`config.mk`:
```
export PLATFORM = sky130hd
export DESIGN_NAME = lcd_ctrl_top
export DESIGN_NICKNAME = d
export VERILOG_FILES = /design/src/verilog/ahb_pkg.sv /design/src/verilog/lcd_pkg.sv /design/src/verilog/lcd_bus_select.sv /design/src/verilog/lcd_ctrl_top.sv /design/src/verilog/lcd_init_seq.sv /design/src/verilog/lcd_pin_regs.sv
export SDC_FILE = /design/constraint.sdc
export NUM_CORES = 1
export LEC_CHECK = 0
export BUFFER_PORTS_ARGS = -buffer_cell sky130_fd_sc_hd__buf_4
export CAP_MARGIN = 15
export CORE_ASPECT_RATIO = 0.8
export CORE_MARGIN = 1.5
export CORE_UTILIZATION = 30
export DETAILED_ROUTE_END_ITERATION = 12
export PLACE_DENSITY_LB_ADDON = 0.15
export SYNTH_ARGS = -nofsm -noshare
export SYNTH_HDL_FRONTEND = slang
export SYNTH_SLANG_ARGS = --single-unit
```
`constraint.sdc`:
```
create_clock -name HCLK -period 5.55 [get_ports HCLK]
set_input_delay 1.11 -clock HCLK [delete_from_list [all_inputs] [get_ports HCLK]]
set_output_delay 1.11 -clock HCLK [all_outputs]
set_load 0.05 [all_outputs]
```
`src/verilog/ahb_pkg.sv`:
```
`default_nettype none

package ahb_pkg;

    // --------------------
    // bus widths
    // --------------------
    localparam int AHB_ADDR_W = 32;
    localparam int AHB_DATA_W = 32;

    // word offset bits kept from HADDR[7:2]
    localparam int AHB_OFS_W = 6;

    // --------------------
    // transfer codes
    // --------------------
    localparam logic [1:0] HTRANS_IDLE   = 2'b00;
    localparam logic [1:0] HTRANS_BUSY   = 2'b01;
    localparam logic [1:0] HTRANS_NONSEQ = 2'b10;
    localparam logic [1:0] HTRANS_SEQ    = 2'b11;

    // slave response, this slave only ever answers OKAY
    localparam logic HRESP_OKAY = 1'b0;

    // address phase as sampled at the rising edge, used in the data phase
    typedef struct packed {
        logic                 sel;
        logic [1:0]           trans;
        logic                 write;
        logic [AHB_OFS_W-1:0] addr;
    } ahb_addr_t;

endpackage

`default_nettype wire

```
`src/verilog/lcd_pkg.sv`:
```
`default_nettype none

package lcd_pkg;

    // --------------------
    // panel pins
    // --------------------
    typedef struct packed {
        logic        cs;
        logic        rs;
        logic        wr;
        logic        rd;
        logic        rst;
        logic        bl;
        logic [15:0] data;
    } lcd_pins_t;

    // bus released: chip select, write and read strobes inactive
    localparam lcd_pins_t LCD_PIN_IDLE = '{cs: 1'b1, rs: 1'b0, wr: 1'b1, rd: 1'b1,
                                           rst: 1'b0, bl: 1'b0, data: 16'h0000};

    // --------------------
    // register map, word offsets
    // --------------------
    localparam logic [ahb_pkg::AHB_OFS_W-1:0] REG_CS     = 6'h00;
    localparam logic [ahb_pkg::AHB_OFS_W-1:0] REG_RS     = 6'h01;
    localparam logic [ahb_pkg::AHB_OFS_W-1:0] REG_WR     = 6'h02;
    localparam logic [ahb_pkg::AHB_OFS_W-1:0] REG_RD     = 6'h03;
    localparam logic [ahb_pkg::AHB_OFS_W-1:0] REG_RST    = 6'h04;
    localparam logic [ahb_pkg::AHB_OFS_W-1:0] REG_BL     = 6'h05;
    // data bit n lives at REG_DATA0 + n, up to 0x15
    localparam logic [ahb_pkg::AHB_OFS_W-1:0] REG_DATA0  = 6'h06;
    localparam logic [ahb_pkg::AHB_OFS_W-1:0] REG_MODE   = 6'h16;
    localparam logic [ahb_pkg::AHB_OFS_W-1:0] REG_INIT   = 6'h17;
    localparam logic [ahb_pkg::AHB_OFS_W-1:0] REG_STATUS = 6'h18;

    // --------------------
    // init program
    // --------------------
    typedef struct packed {
        logic        is_delay;
        logic        rs;
        logic [15:0] data;
    } lcd_init_cmd_t;

    typedef struct packed {
        logic        is_delay;
        logic [16:0] cycles;
    } lcd_init_dly_t;

    // same 18 bits, the top bit picks the view
    typedef union packed {
        lcd_init_cmd_t cmd;
        lcd_init_dly_t dly;
    } lcd_init_word_t;

    localparam int INIT_LEN = 8;

    localparam lcd_init_word_t INIT_ROM [INIT_LEN] = '{
        {1'b0, 1'b0, 16'h0001},    // software reset
        {1'b1, 17'd40},
        {1'b0, 1'b0, 16'h0011},    // sleep out
        {1'b1, 17'd100},
        {1'b0, 1'b0, 16'h003A},    // pixel format
        {1'b0, 1'b1, 16'h0055},    // 16 bpp
        {1'b1, 17'd20},
        {1'b0, 1'b0, 16'h0029}     // display on
    };

    // cycles with wr held low per command
    localparam int WR_LOW_CYCLES = 2;

endpackage

`default_nettype wire
```
`src/verilog/lcd_bus_select.sv`:
```
`timescale 1ns/1ps
`default_nettype none

module lcd_bus_select (
    input  wire                      HCLK,
    input  wire                      HRESETn,
    input  wire lcd_pkg::lcd_pins_t  sw_pins,
    input  wire lcd_pkg::lcd_pins_t  hw_pins,
    input  wire                      mode,
    output logic                     lcd_cs,
    output logic                     lcd_rs,
    output logic                     lcd_wr,
    output logic                     lcd_rd,
    output logic                     lcd_rst,
    output logic [15:0]              lcd_data,
    output logic                     lcd_bl
);

    logic               mode_q;
    lcd_pkg::lcd_pins_t pins_q;

    // --------------------
    // output register
    // --------------------
    always_ff @(posedge HCLK or negedge HRESETn) begin
        if (!HRESETn) begin
            mode_q <= 1'b0;
            pins_q <= '0;
        end else begin
            mode_q <= mode;
            if (mode != mode_q) begin
                // one released cycle between owners
                pins_q <= lcd_pkg::LCD_PIN_IDLE;
            end else begin
                pins_q <= mode ? hw_pins : sw_pins;
            end
        end
    end

    assign lcd_cs   = pins_q.cs;
    assign lcd_rs   = pins_q.rs;
    assign lcd_wr   = pins_q.wr;
    assign lcd_rd   = pins_q.rd;
    assign lcd_rst  = pins_q.rst;
    assign lcd_data = pins_q.data;
    assign lcd_bl   = pins_q.bl;

    a_idle_on_switch: assert property (
        @(posedge HCLK) disable iff (!HRESETn)
        $changed(mode) |=> (pins_q == lcd_pkg::LCD_PIN_IDLE)
    );

endmodule

`default_nettype wire

```
`src/verilog/lcd_ctrl_top.sv`:
```
`timescale 1ns/1ps
`default_nettype none

module lcd_ctrl_top (
    input  wire                            HCLK,
    input  wire                            HRESETn,
    input  wire                            HSEL,
    input  wire [ahb_pkg::AHB_ADDR_W-1:0]  HADDR,
    input  wire [1:0]                      HTRANS,
    input  wire                            HWRITE,
    input  wire [ahb_pkg::AHB_DATA_W-1:0]  HWDATA,
    input  wire                            HREADY,
    output wire                            HREADYOUT,
    output wire [ahb_pkg::AHB_DATA_W-1:0]  HRDATA,
    output wire                            HRESP,
    output wire                            lcd_cs,
    output wire                            lcd_rs,
    output wire                            lcd_wr,
    output wire                            lcd_rd,
    output wire                            lcd_rst,
    output wire [15:0]                     lcd_data,
    output wire                            lcd_bl
);

    lcd_pkg::lcd_pins_t sw_pins;
    lcd_pkg::lcd_pins_t hw_pins;
    wire                mode;
    wire                init_start;
    wire                busy;

    // software register path
    lcd_pin_regs u_regs (
        .HCLK       (HCLK),
        .HRESETn    (HRESETn),
        .HSEL       (HSEL),
        .HADDR      (HADDR),
        .HTRANS     (HTRANS),
        .HWRITE     (HWRITE),
        .HWDATA     (HWDATA),
        .HREADY     (HREADY),
        .busy       (busy),
        .HREADYOUT  (HREADYOUT),
        .HRDATA     (HRDATA),
        .HRESP      (HRESP),
        .sw_pins    (sw_pins),
        .mode       (mode),
        .init_start (init_start)
    );

    // hardware init path
    lcd_init_seq u_seq (
        .HCLK       (HCLK),
        .HRESETn    (HRESETn),
        .init_start (init_start),
        .hw_pins    (hw_pins),
        .busy       (busy)
    );

    lcd_bus_select u_sel (
        .HCLK     (HCLK),
        .HRESETn  (HRESETn),
        .sw_pins  (sw_pins),
        .hw_pins  (hw_pins),
        .mode     (mode),
        .lcd_cs   (lcd_cs),
        .lcd_rs   (lcd_rs),
        .lcd_wr   (lcd_wr),
        .lcd_rd   (lcd_rd),
        .lcd_rst  (lcd_rst),
        .lcd_data (lcd_data),
        .lcd_bl   (lcd_bl)
    );

endmodule

`default_nettype wire

```
`src/verilog/lcd_init_seq.sv`:
```
`timescale 1ns/1ps
`default_nettype none

module lcd_init_seq (
    input  wire                 HCLK,
    input  wire                 HRESETn,
    input  wire                 init_start,
    output lcd_pkg::lcd_pins_t  hw_pins,
    output logic                busy
);

    localparam int IDX_W = $clog2(lcd_pkg::INIT_LEN);
    localparam logic [IDX_W-1:0] LAST_IDX = IDX_W'(lcd_pkg::INIT_LEN - 1);

    typedef enum logic [2:0] {
        S_IDLE,
        S_SETUP,
        S_STROBE,
        S_HOLD,
        S_DELAY
    } seq_state_t;

    seq_state_t             state;
    logic [IDX_W-1:0]       idx;
    logic [IDX_W-1:0]       idx_nxt;
    logic [16:0]            cnt;
    lcd_pkg::lcd_init_word_t cur_w;
    lcd_pkg::lcd_init_word_t nxt_w;

    assign idx_nxt = idx + 1'b1;
    assign cur_w   = lcd_pkg::INIT_ROM[idx];
    assign nxt_w   = lcd_pkg::INIT_ROM[idx_nxt];

    assign busy = (state != S_IDLE);

    // --------------------
    // sequencer FSM
    // --------------------
    always_ff @(posedge HCLK or negedge HRESETn) begin
        if (!HRESETn) begin
            state <= S_IDLE;
            idx   <= '0;
            cnt   <= '0;
        end else begin
            case (state)
                S_IDLE: begin
                    // start ignored while running since only idle looks at it
                    if (init_start) begin
                        idx   <= '0;
                        state <= lcd_pkg::INIT_ROM[0].cmd.is_delay ? S_DELAY : S_SETUP;
                        cnt   <= lcd_pkg::INIT_ROM[0].dly.cycles;
                    end
                end
                S_SETUP: begin
                    state <= S_STROBE;
                    cnt   <= 17'(lcd_pkg::WR_LOW_CYCLES);
                end
                S_STROBE: begin
                    if (cnt <= 17'd1) begin
                        state <= S_HOLD;
                    end else begin
                        cnt <= cnt - 17'd1;
                    end
                end
                S_HOLD, S_DELAY: begin
                    if (state == S_DELAY && cnt > 17'd1) begin
                        cnt <= cnt - 17'd1;
                    end else if (idx == LAST_IDX) begin
                        state <= S_IDLE;
                    end else begin
                        // move straight into the next entry, no gap cycle
                        idx   <= idx_nxt;
                        state <= nxt_w.cmd.is_delay ? S_DELAY : S_SETUP;
                        cnt   <= nxt_w.dly.cycles;
                    end
                end
                default: begin
                    state <= S_IDLE;
                end
            endcase
        end
    end

    // --------------------
    // pin drive
    // --------------------
    always_comb begin
        hw_pins = lcd_pkg::LCD_PIN_IDLE;
        case (state)
            S_SETUP, S_STROBE, S_HOLD: begin
                hw_pins.cs   = 1'b0;
                hw_pins.rs   = cur_w.cmd.rs;
                hw_pins.data = cur_w.cmd.data;
                hw_pins.wr   = (state != S_STROBE);
                hw_pins.rst  = 1'b1;
                hw_pins.bl   = 1'b0;
            end
            S_DELAY: begin
                // keep the panel out of reset between commands
                hw_pins.rst = 1'b1;
            end
            default: begin
                hw_pins = lcd_pkg::LCD_PIN_IDLE;
            end
        endcase
    end

    // a write strobe needs cs already low in the cycle before it
    a_wr_inside_cs: assert property (
        @(posedge HCLK) disable iff (!HRESETn)
        !hw_pins.wr |-> (!hw_pins.cs && !$past(hw_pins.cs))
    );

endmodule

`default_nettype wire

```
`src/verilog/lcd_pin_regs.sv`:
```
`timescale 1ns/1ps
`default_nettype none

module lcd_pin_regs (
    input  wire                                   HCLK,
    input  wire                                   HRESETn,
    input  wire                                   HSEL,
    input  wire        [ahb_pkg::AHB_ADDR_W-1:0]  HADDR,
    input  wire        [1:0]                      HTRANS,
    input  wire                                   HWRITE,
    input  wire        [ahb_pkg::AHB_DATA_W-1:0]  HWDATA,
    input  wire                                   HREADY,
    input  wire                                   busy,
    output logic                                  HREADYOUT,
    output logic       [ahb_pkg::AHB_DATA_W-1:0]  HRDATA,
    output logic                                  HRESP,
    output lcd_pkg::lcd_pins_t                    sw_pins,
    output logic                                  mode,
    output logic                                  init_start
);

    ahb_pkg::ahb_addr_t aphase;
    logic               dphase_act;
    logic               wr_en;
    logic               rd_en;
    logic               is_data;
    logic [3:0]         data_idx;
    logic               rd_bit;

    // no wait states and no errors
    assign HREADYOUT = 1'b1;
    assign HRESP     = ahb_pkg::HRESP_OKAY;

    // --------------------
    // address phase
    // --------------------
    always_ff @(posedge HCLK or negedge HRESETn) begin
        if (!HRESETn) begin
            aphase <= '0;
        end else if (HREADY) begin
            aphase <= '{sel:   HSEL,
                        trans: HTRANS,
                        write: HWRITE,
                        addr:  HADDR[ahb_pkg::AHB_OFS_W+1:2]};
        end
    end

    assign dphase_act = aphase.sel &&
                        (aphase.trans == ahb_pkg::HTRANS_NONSEQ ||
                         aphase.trans == ahb_pkg::HTRANS_SEQ);
    assign wr_en = dphase_act && aphase.write && HREADY;
    assign rd_en = dphase_act && !aphase.write;

    // data bit offsets form one contiguous window
    assign is_data  = (aphase.addr >= lcd_pkg::REG_DATA0) &&
                      (aphase.addr <  lcd_pkg::REG_DATA0 + 6'd16);
    assign data_idx = 4'(aphase.addr - lcd_pkg::REG_DATA0);

    // --------------------
    // data phase writes
    // --------------------
    always_ff @(posedge HCLK or negedge HRESETn) begin
        if (!HRESETn) begin
            sw_pins    <= '0;
            mode       <= 1'b0;
            init_start <= 1'b0;
        end else begin
            // single cycle kick for the sequencer
            init_start <= wr_en && (aphase.addr == lcd_pkg::REG_INIT) && HWDATA[0];
            if (wr_en) begin
                case (aphase.addr)
                    lcd_pkg::REG_CS:   sw_pins.cs  <= HWDATA[0];
                    lcd_pkg::REG_RS:   sw_pins.rs  <= HWDATA[0];
                    lcd_pkg::REG_WR:   sw_pins.wr  <= HWDATA[0];
                    lcd_pkg::REG_RD:   sw_pins.rd  <= HWDATA[0];
                    lcd_pkg::REG_RST:  sw_pins.rst <= HWDATA[0];
                    lcd_pkg::REG_BL:   sw_pins.bl  <= HWDATA[0];
                    lcd_pkg::REG_MODE: mode        <= HWDATA[0];
                    default: begin
                        if (is_data) begin
                            sw_pins.data[data_idx] <= HWDATA[0];
                        end
                    end
                endcase
            end
        end
    end

    // --------------------
    // read back
    // --------------------
    always_comb begin
        rd_bit = 1'b0;
        case (aphase.addr)
            lcd_pkg::REG_CS:     rd_bit = sw_pins.cs;
            lcd_pkg::REG_RS:     rd_bit = sw_pins.rs;
            lcd_pkg::REG_WR:     rd_bit = sw_pins.wr;
            lcd_pkg::REG_RD:     rd_bit = sw_pins.rd;
            lcd_pkg::REG_RST:    rd_bit = sw_pins.rst;
            lcd_pkg::REG_BL:     rd_bit = sw_pins.bl;
            lcd_pkg::REG_MODE:   rd_bit = mode;
            lcd_pkg::REG_STATUS: rd_bit = busy;
            default: begin
                // REG_INIT and unmapped offsets fall through as zero
                if (is_data) begin
                    rd_bit = sw_pins.data[data_idx];
                end
            end
        endcase
    end

    assign HRDATA = {{(ahb_pkg::AHB_DATA_W-1){1'b0}}, rd_bit & rd_en};

    // masters on this bus never insert BUSY cycles
    a_no_busy_trans: assert property (
        @(posedge HCLK) disable iff (!HRESETn)
        (HSEL && HREADY) |-> (HTRANS != ahb_pkg::HTRANS_BUSY)
    );

endmodule

`default_nettype wire

```
==> impl_metrics.env <==
export IMPL_syn_area_um2=4540
export IMPL_drc_errors=0
export IMPL_worstPathArrival_ns=3.24
export IMPL_final_area_um2=5140
export IMPL_dpl_cell_area_um2=4820
export IMPL_port_buffers=35
export IMPL_synthArstFlopShare_pct=100
export IMPL_drt_vias_per_instance=4.79
export IMPL_start_util_pct=30.4
export IMPL_whs_endpoint="u_seq.cnt[8]"
export IMPL_grt_pass1_vias=3100
export IMPL_die_area_um2=15900
export IMPL_drt_initial_drc_count=206
export IMPL_core_area_um2=14900
export IMPL_fmax_ghz=0.230
export IMPL_cts_sinks=79
export IMPL_status="complete, no violations"
export IMPL_p_leak_nw=2.35
export IMPL_cpMaxStageDelayCell="dfrtp_1"
export IMPL_end_kind="primary output"
export IMPL_seq_power_share_pct=32.1
export IMPL_power_share_combinational_pct=41.6
export IMPL_path_buf_inv=1
export IMPL_dieHeight_um=113
export IMPL_p_sw_share_pct=42.0
export IMPL_yosys_warnings=0
export IMPL_finalNonFillerCells=682
export IMPL_rrSetupSlack_ns=2.79
export IMPL_ys_flop_type="dfrtp_1"
export IMPL_num_vias=3265
export IMPL_grt_setup_unrepaired="no"
export IMPL_cts_setup_buffers=0
export IMPL_synth_area_top_cells="dfrtp_1, mux2_2, buf_4"
export IMPL_finalHoldViolCount=0
export IMPL_grt_max_degree=80
export IMPL_clk_latency_ns=0.35
export IMPL_path_cells="ha_1 > xor2_4 > o221ai_1 > o21ai_0 > nor2_1 > or4_1 > a211oi_2 > buf_4"
export IMPL_critPathMaxFanout=17
export IMPL_place_congestion=0.793
export IMPL_yosysSeqAreaShare_pct=43.6
export IMPL_power_w=0.00246
export IMPL_ctsHoldBuffers=0
export IMPL_min_path_type="reg -> reg"
export IMPL_syn_avg_cell_area_um2=9.87
export IMPL_final_setup_viol_count=0
export IMPL_clk_pin_slew_ns=0.06
export IMPL_synth_top_area_share_pct=43.6
export IMPL_hpwl_um=7130
export IMPL_syn_to_final_growth_pct=13.2
export IMPL_timing_final_crit_share_pct=78.4
export IMPL_r2r_start="u_regs.aphase[1]"
export IMPL_nets=568
export IMPL_totalWireLength_um=10100
export IMPL_synth_area_leader_cell="dfrtp_1"
export IMPL_peakVddDrop_mv=0.173
export IMPL_hold_path_startpoint="u_seq.cnt[8]"
export IMPL_rows=40
export IMPL_cp_required_ns=4.44
export IMPL_overflow=0
export IMPL_drive_gt1_share_pct=21.3
export IMPL_synthCells=460
export IMPL_fin_setup_tns_ns=0
export IMPL_dr_pass1_iters=4
export IMPL_crit_family="flip-flops"
export IMPL_start_kind="register"
export IMPL_ys_seq_elements=79
export IMPL_drv_cap=0
export IMPL_clkPwrFrac_pct=26.3
export IMPL_clock_skew_ns=0.00877
export IMPL_period_needed_ns=4.35
export IMPL_ios=127
export IMPL_die_w_um=141
export IMPL_synth_cell_types=63
export IMPL_htreeDepth=3
export IMPL_track_usage_pct=13.4
export IMPL_report_final_slew_viol_count=0
export IMPL_crit_type="reg -> out"
export IMPL_synth_edff_count=0
export IMPL_reg2reg_depth=7
export IMPL_reg2reg_to="u_regs.sw_pins[12]"
export IMPL_antennaDiodeCount=0
export IMPL_relSlewSlack_pct=32.5
export IMPL_avgRoutedWirePerCell_um=14.8
export IMPL_final_antenna_net_count=0
export IMPL_grt_pass1_wl_um=16600
export IMPL_placed_cells=666
export IMPL_tightest_slew_ns=1.01
export IMPL_postCtsResizedCells=0
export IMPL_pre_cts_slack_ns=1.59
export IMPL_p_per_area_nw_per_um2=478
export IMPL_clock_path_buffers=2
export IMPL_antenna_found_initial=0
export IMPL_root_buffer="clkbuf_16"
export IMPL_intPower_w=0.00142
export IMPL_numCtsBuffers=9
export IMPL_p_switching_w=0.00103
export IMPL_crit_path_max_incr_delay_ns=0.78
export IMPL_setup_slack_ns=1.20
export IMPL_hold_depth=1
export IMPL_cts_tree="built"
-- per-stage QoR --
stage | hold slack, ns | util, %
2_1_floorplan | 0.451 | -
3_3_place_gp | 0.484 | 32.3
3_5_place_dp | 0.477 | 32.3
4_1_cts | 0.485 | 34.5
5_1_grt | 0.511 | 34.5
6_report | 0.482 | 34.5
-- state kept, by name, summed over array words and instances, names as in the netlist --
signal,count
u_regs.init_start,1
u_sel.lcd_bl,1
u_seq.idx,3
u_regs.sw_pins,22
u_sel.lcd_wr,1
u_seq.state,3
u_sel.lcd_data,16
u_sel.lcd_rd,1
u_sel.lcd_cs,1
u_sel.mode_q,1
u_regs.aphase,9
u_regs.mode,1
u_sel.lcd_rst,1
u_sel.lcd_rs,1
u_seq.cnt,17
-- metal layers --
metal  part of all wire [%]  track usage (%)  wire [um]  vias up
li1                       -                -          -     1621
met1                     54             20.4       5510     1575
met2                     41             18.4       4130       60
met3                    3.2             3.09        319        9
met4                    1.6             4.79        157        0
met5                      0                0          0        -
-- power groups by stage --
stage	Clock [W]	Combinational (W)	Sequential, W
after floorplan	0	0.000831	0.000769
after global placement	0	0.00102	0.000796
after detailed placement	0	0.00102	0.000798
after CTS	0.000669	0.00103	0.000789
after global routing	0.000685	0.00114	0.000807
final	0.000645	0.00102	0.000789
-- cell usage in the layout (no fill, tap or decap), drive strengths merged, types with 9 or more instances in the layout --
| cell type | count |
|---|---|
| inv | 14 |
| nor3 | 19 |
| nand2 | 48 |
| and2 | 13 |
| nor4 | 9 |
| a21oi | 15 |
| buf | 36 |
| dfrtp | 79 |
| ha | 9 |
| conb | 33 |
| nor2 | 39 |
| clkbuf | 11 |
| mux2 | 37 |
| nand2b | 12 |
| o21ai | 40 |
-- worst max-delay path by stage --
stage | startpoint | endpoint | slack [ns] | cells past startpoint
3_3_place_gp | u_regs.aphase[1] | HRDATA[0] | 1.60 | 8
5_1_grt | u_regs.aphase[1] | HRDATA[0] | 0.96 | 8
2_1_floorplan | u_regs.aphase[1] | HRDATA[0] | 2.04 | 7
3_5_place_dp | u_regs.aphase[1] | HRDATA[0] | 1.59 | 8
4_1_cts | u_regs.aphase[1] | HRDATA[0] | 1.20 | 8
6_report | u_regs.aphase[1] | HRDATA[0] | 1.20 | 8
-- area by class of cell --
type / count / area [um2]
tap: 189 / 236
timing repair buffer: 36 / 270
fill: 1531 / 9770
sequential: 79 / 1980
multi-input combinational: 348 / 2280
clock buffer: 11 / 243
clock inverter: 5 / 81.3
inverter: 14 / 52.6
-- worst register-to-register path, delay by kind of cell, from the launching register on --
| family | cells | cell delay, ns |
|---|---|---|
| AND/OR/NAND/NOR | 4 | 0.69 |
| adder cells (fa/ha/maj) | 1 | 0.39 |
| flip-flops | 1 | 0.78 |
| multiplexers | 1 | 0.33 |
| AO/OA/AOI/OAI | 1 | 0.45 |
-- synthesized netlist by cell type (4+ instances only) --
master,number
a21oi_1,15
a22o_1,7
and2_1,11
buf_4,34
clkbuf_1,9
dfrtp_1,79
ha_1,9
inv_1,14
mux2_2,37
mux2i_1,7
nand2_1,48
nand2b_1,12
nand3b_1,4
nor2_1,38
nor3_1,18
nor4_1,8
o21ai_0,38
o22ai_1,7
-- cells by family after synthesis --
| logic type | share of synthesized area, % |
|---|---|
| simple gates | 18.1 |
| compound gates | 14.3 |
| flops | 43.6 |
| buf+inv | 8.79 |
| mux | 11.2 |
| fa+ha+maj | 2.48 |
| xor+xnor | 1.38 |
| other cells | 0.165 |
Note: power is estimated with default switching activity, not from simulation.
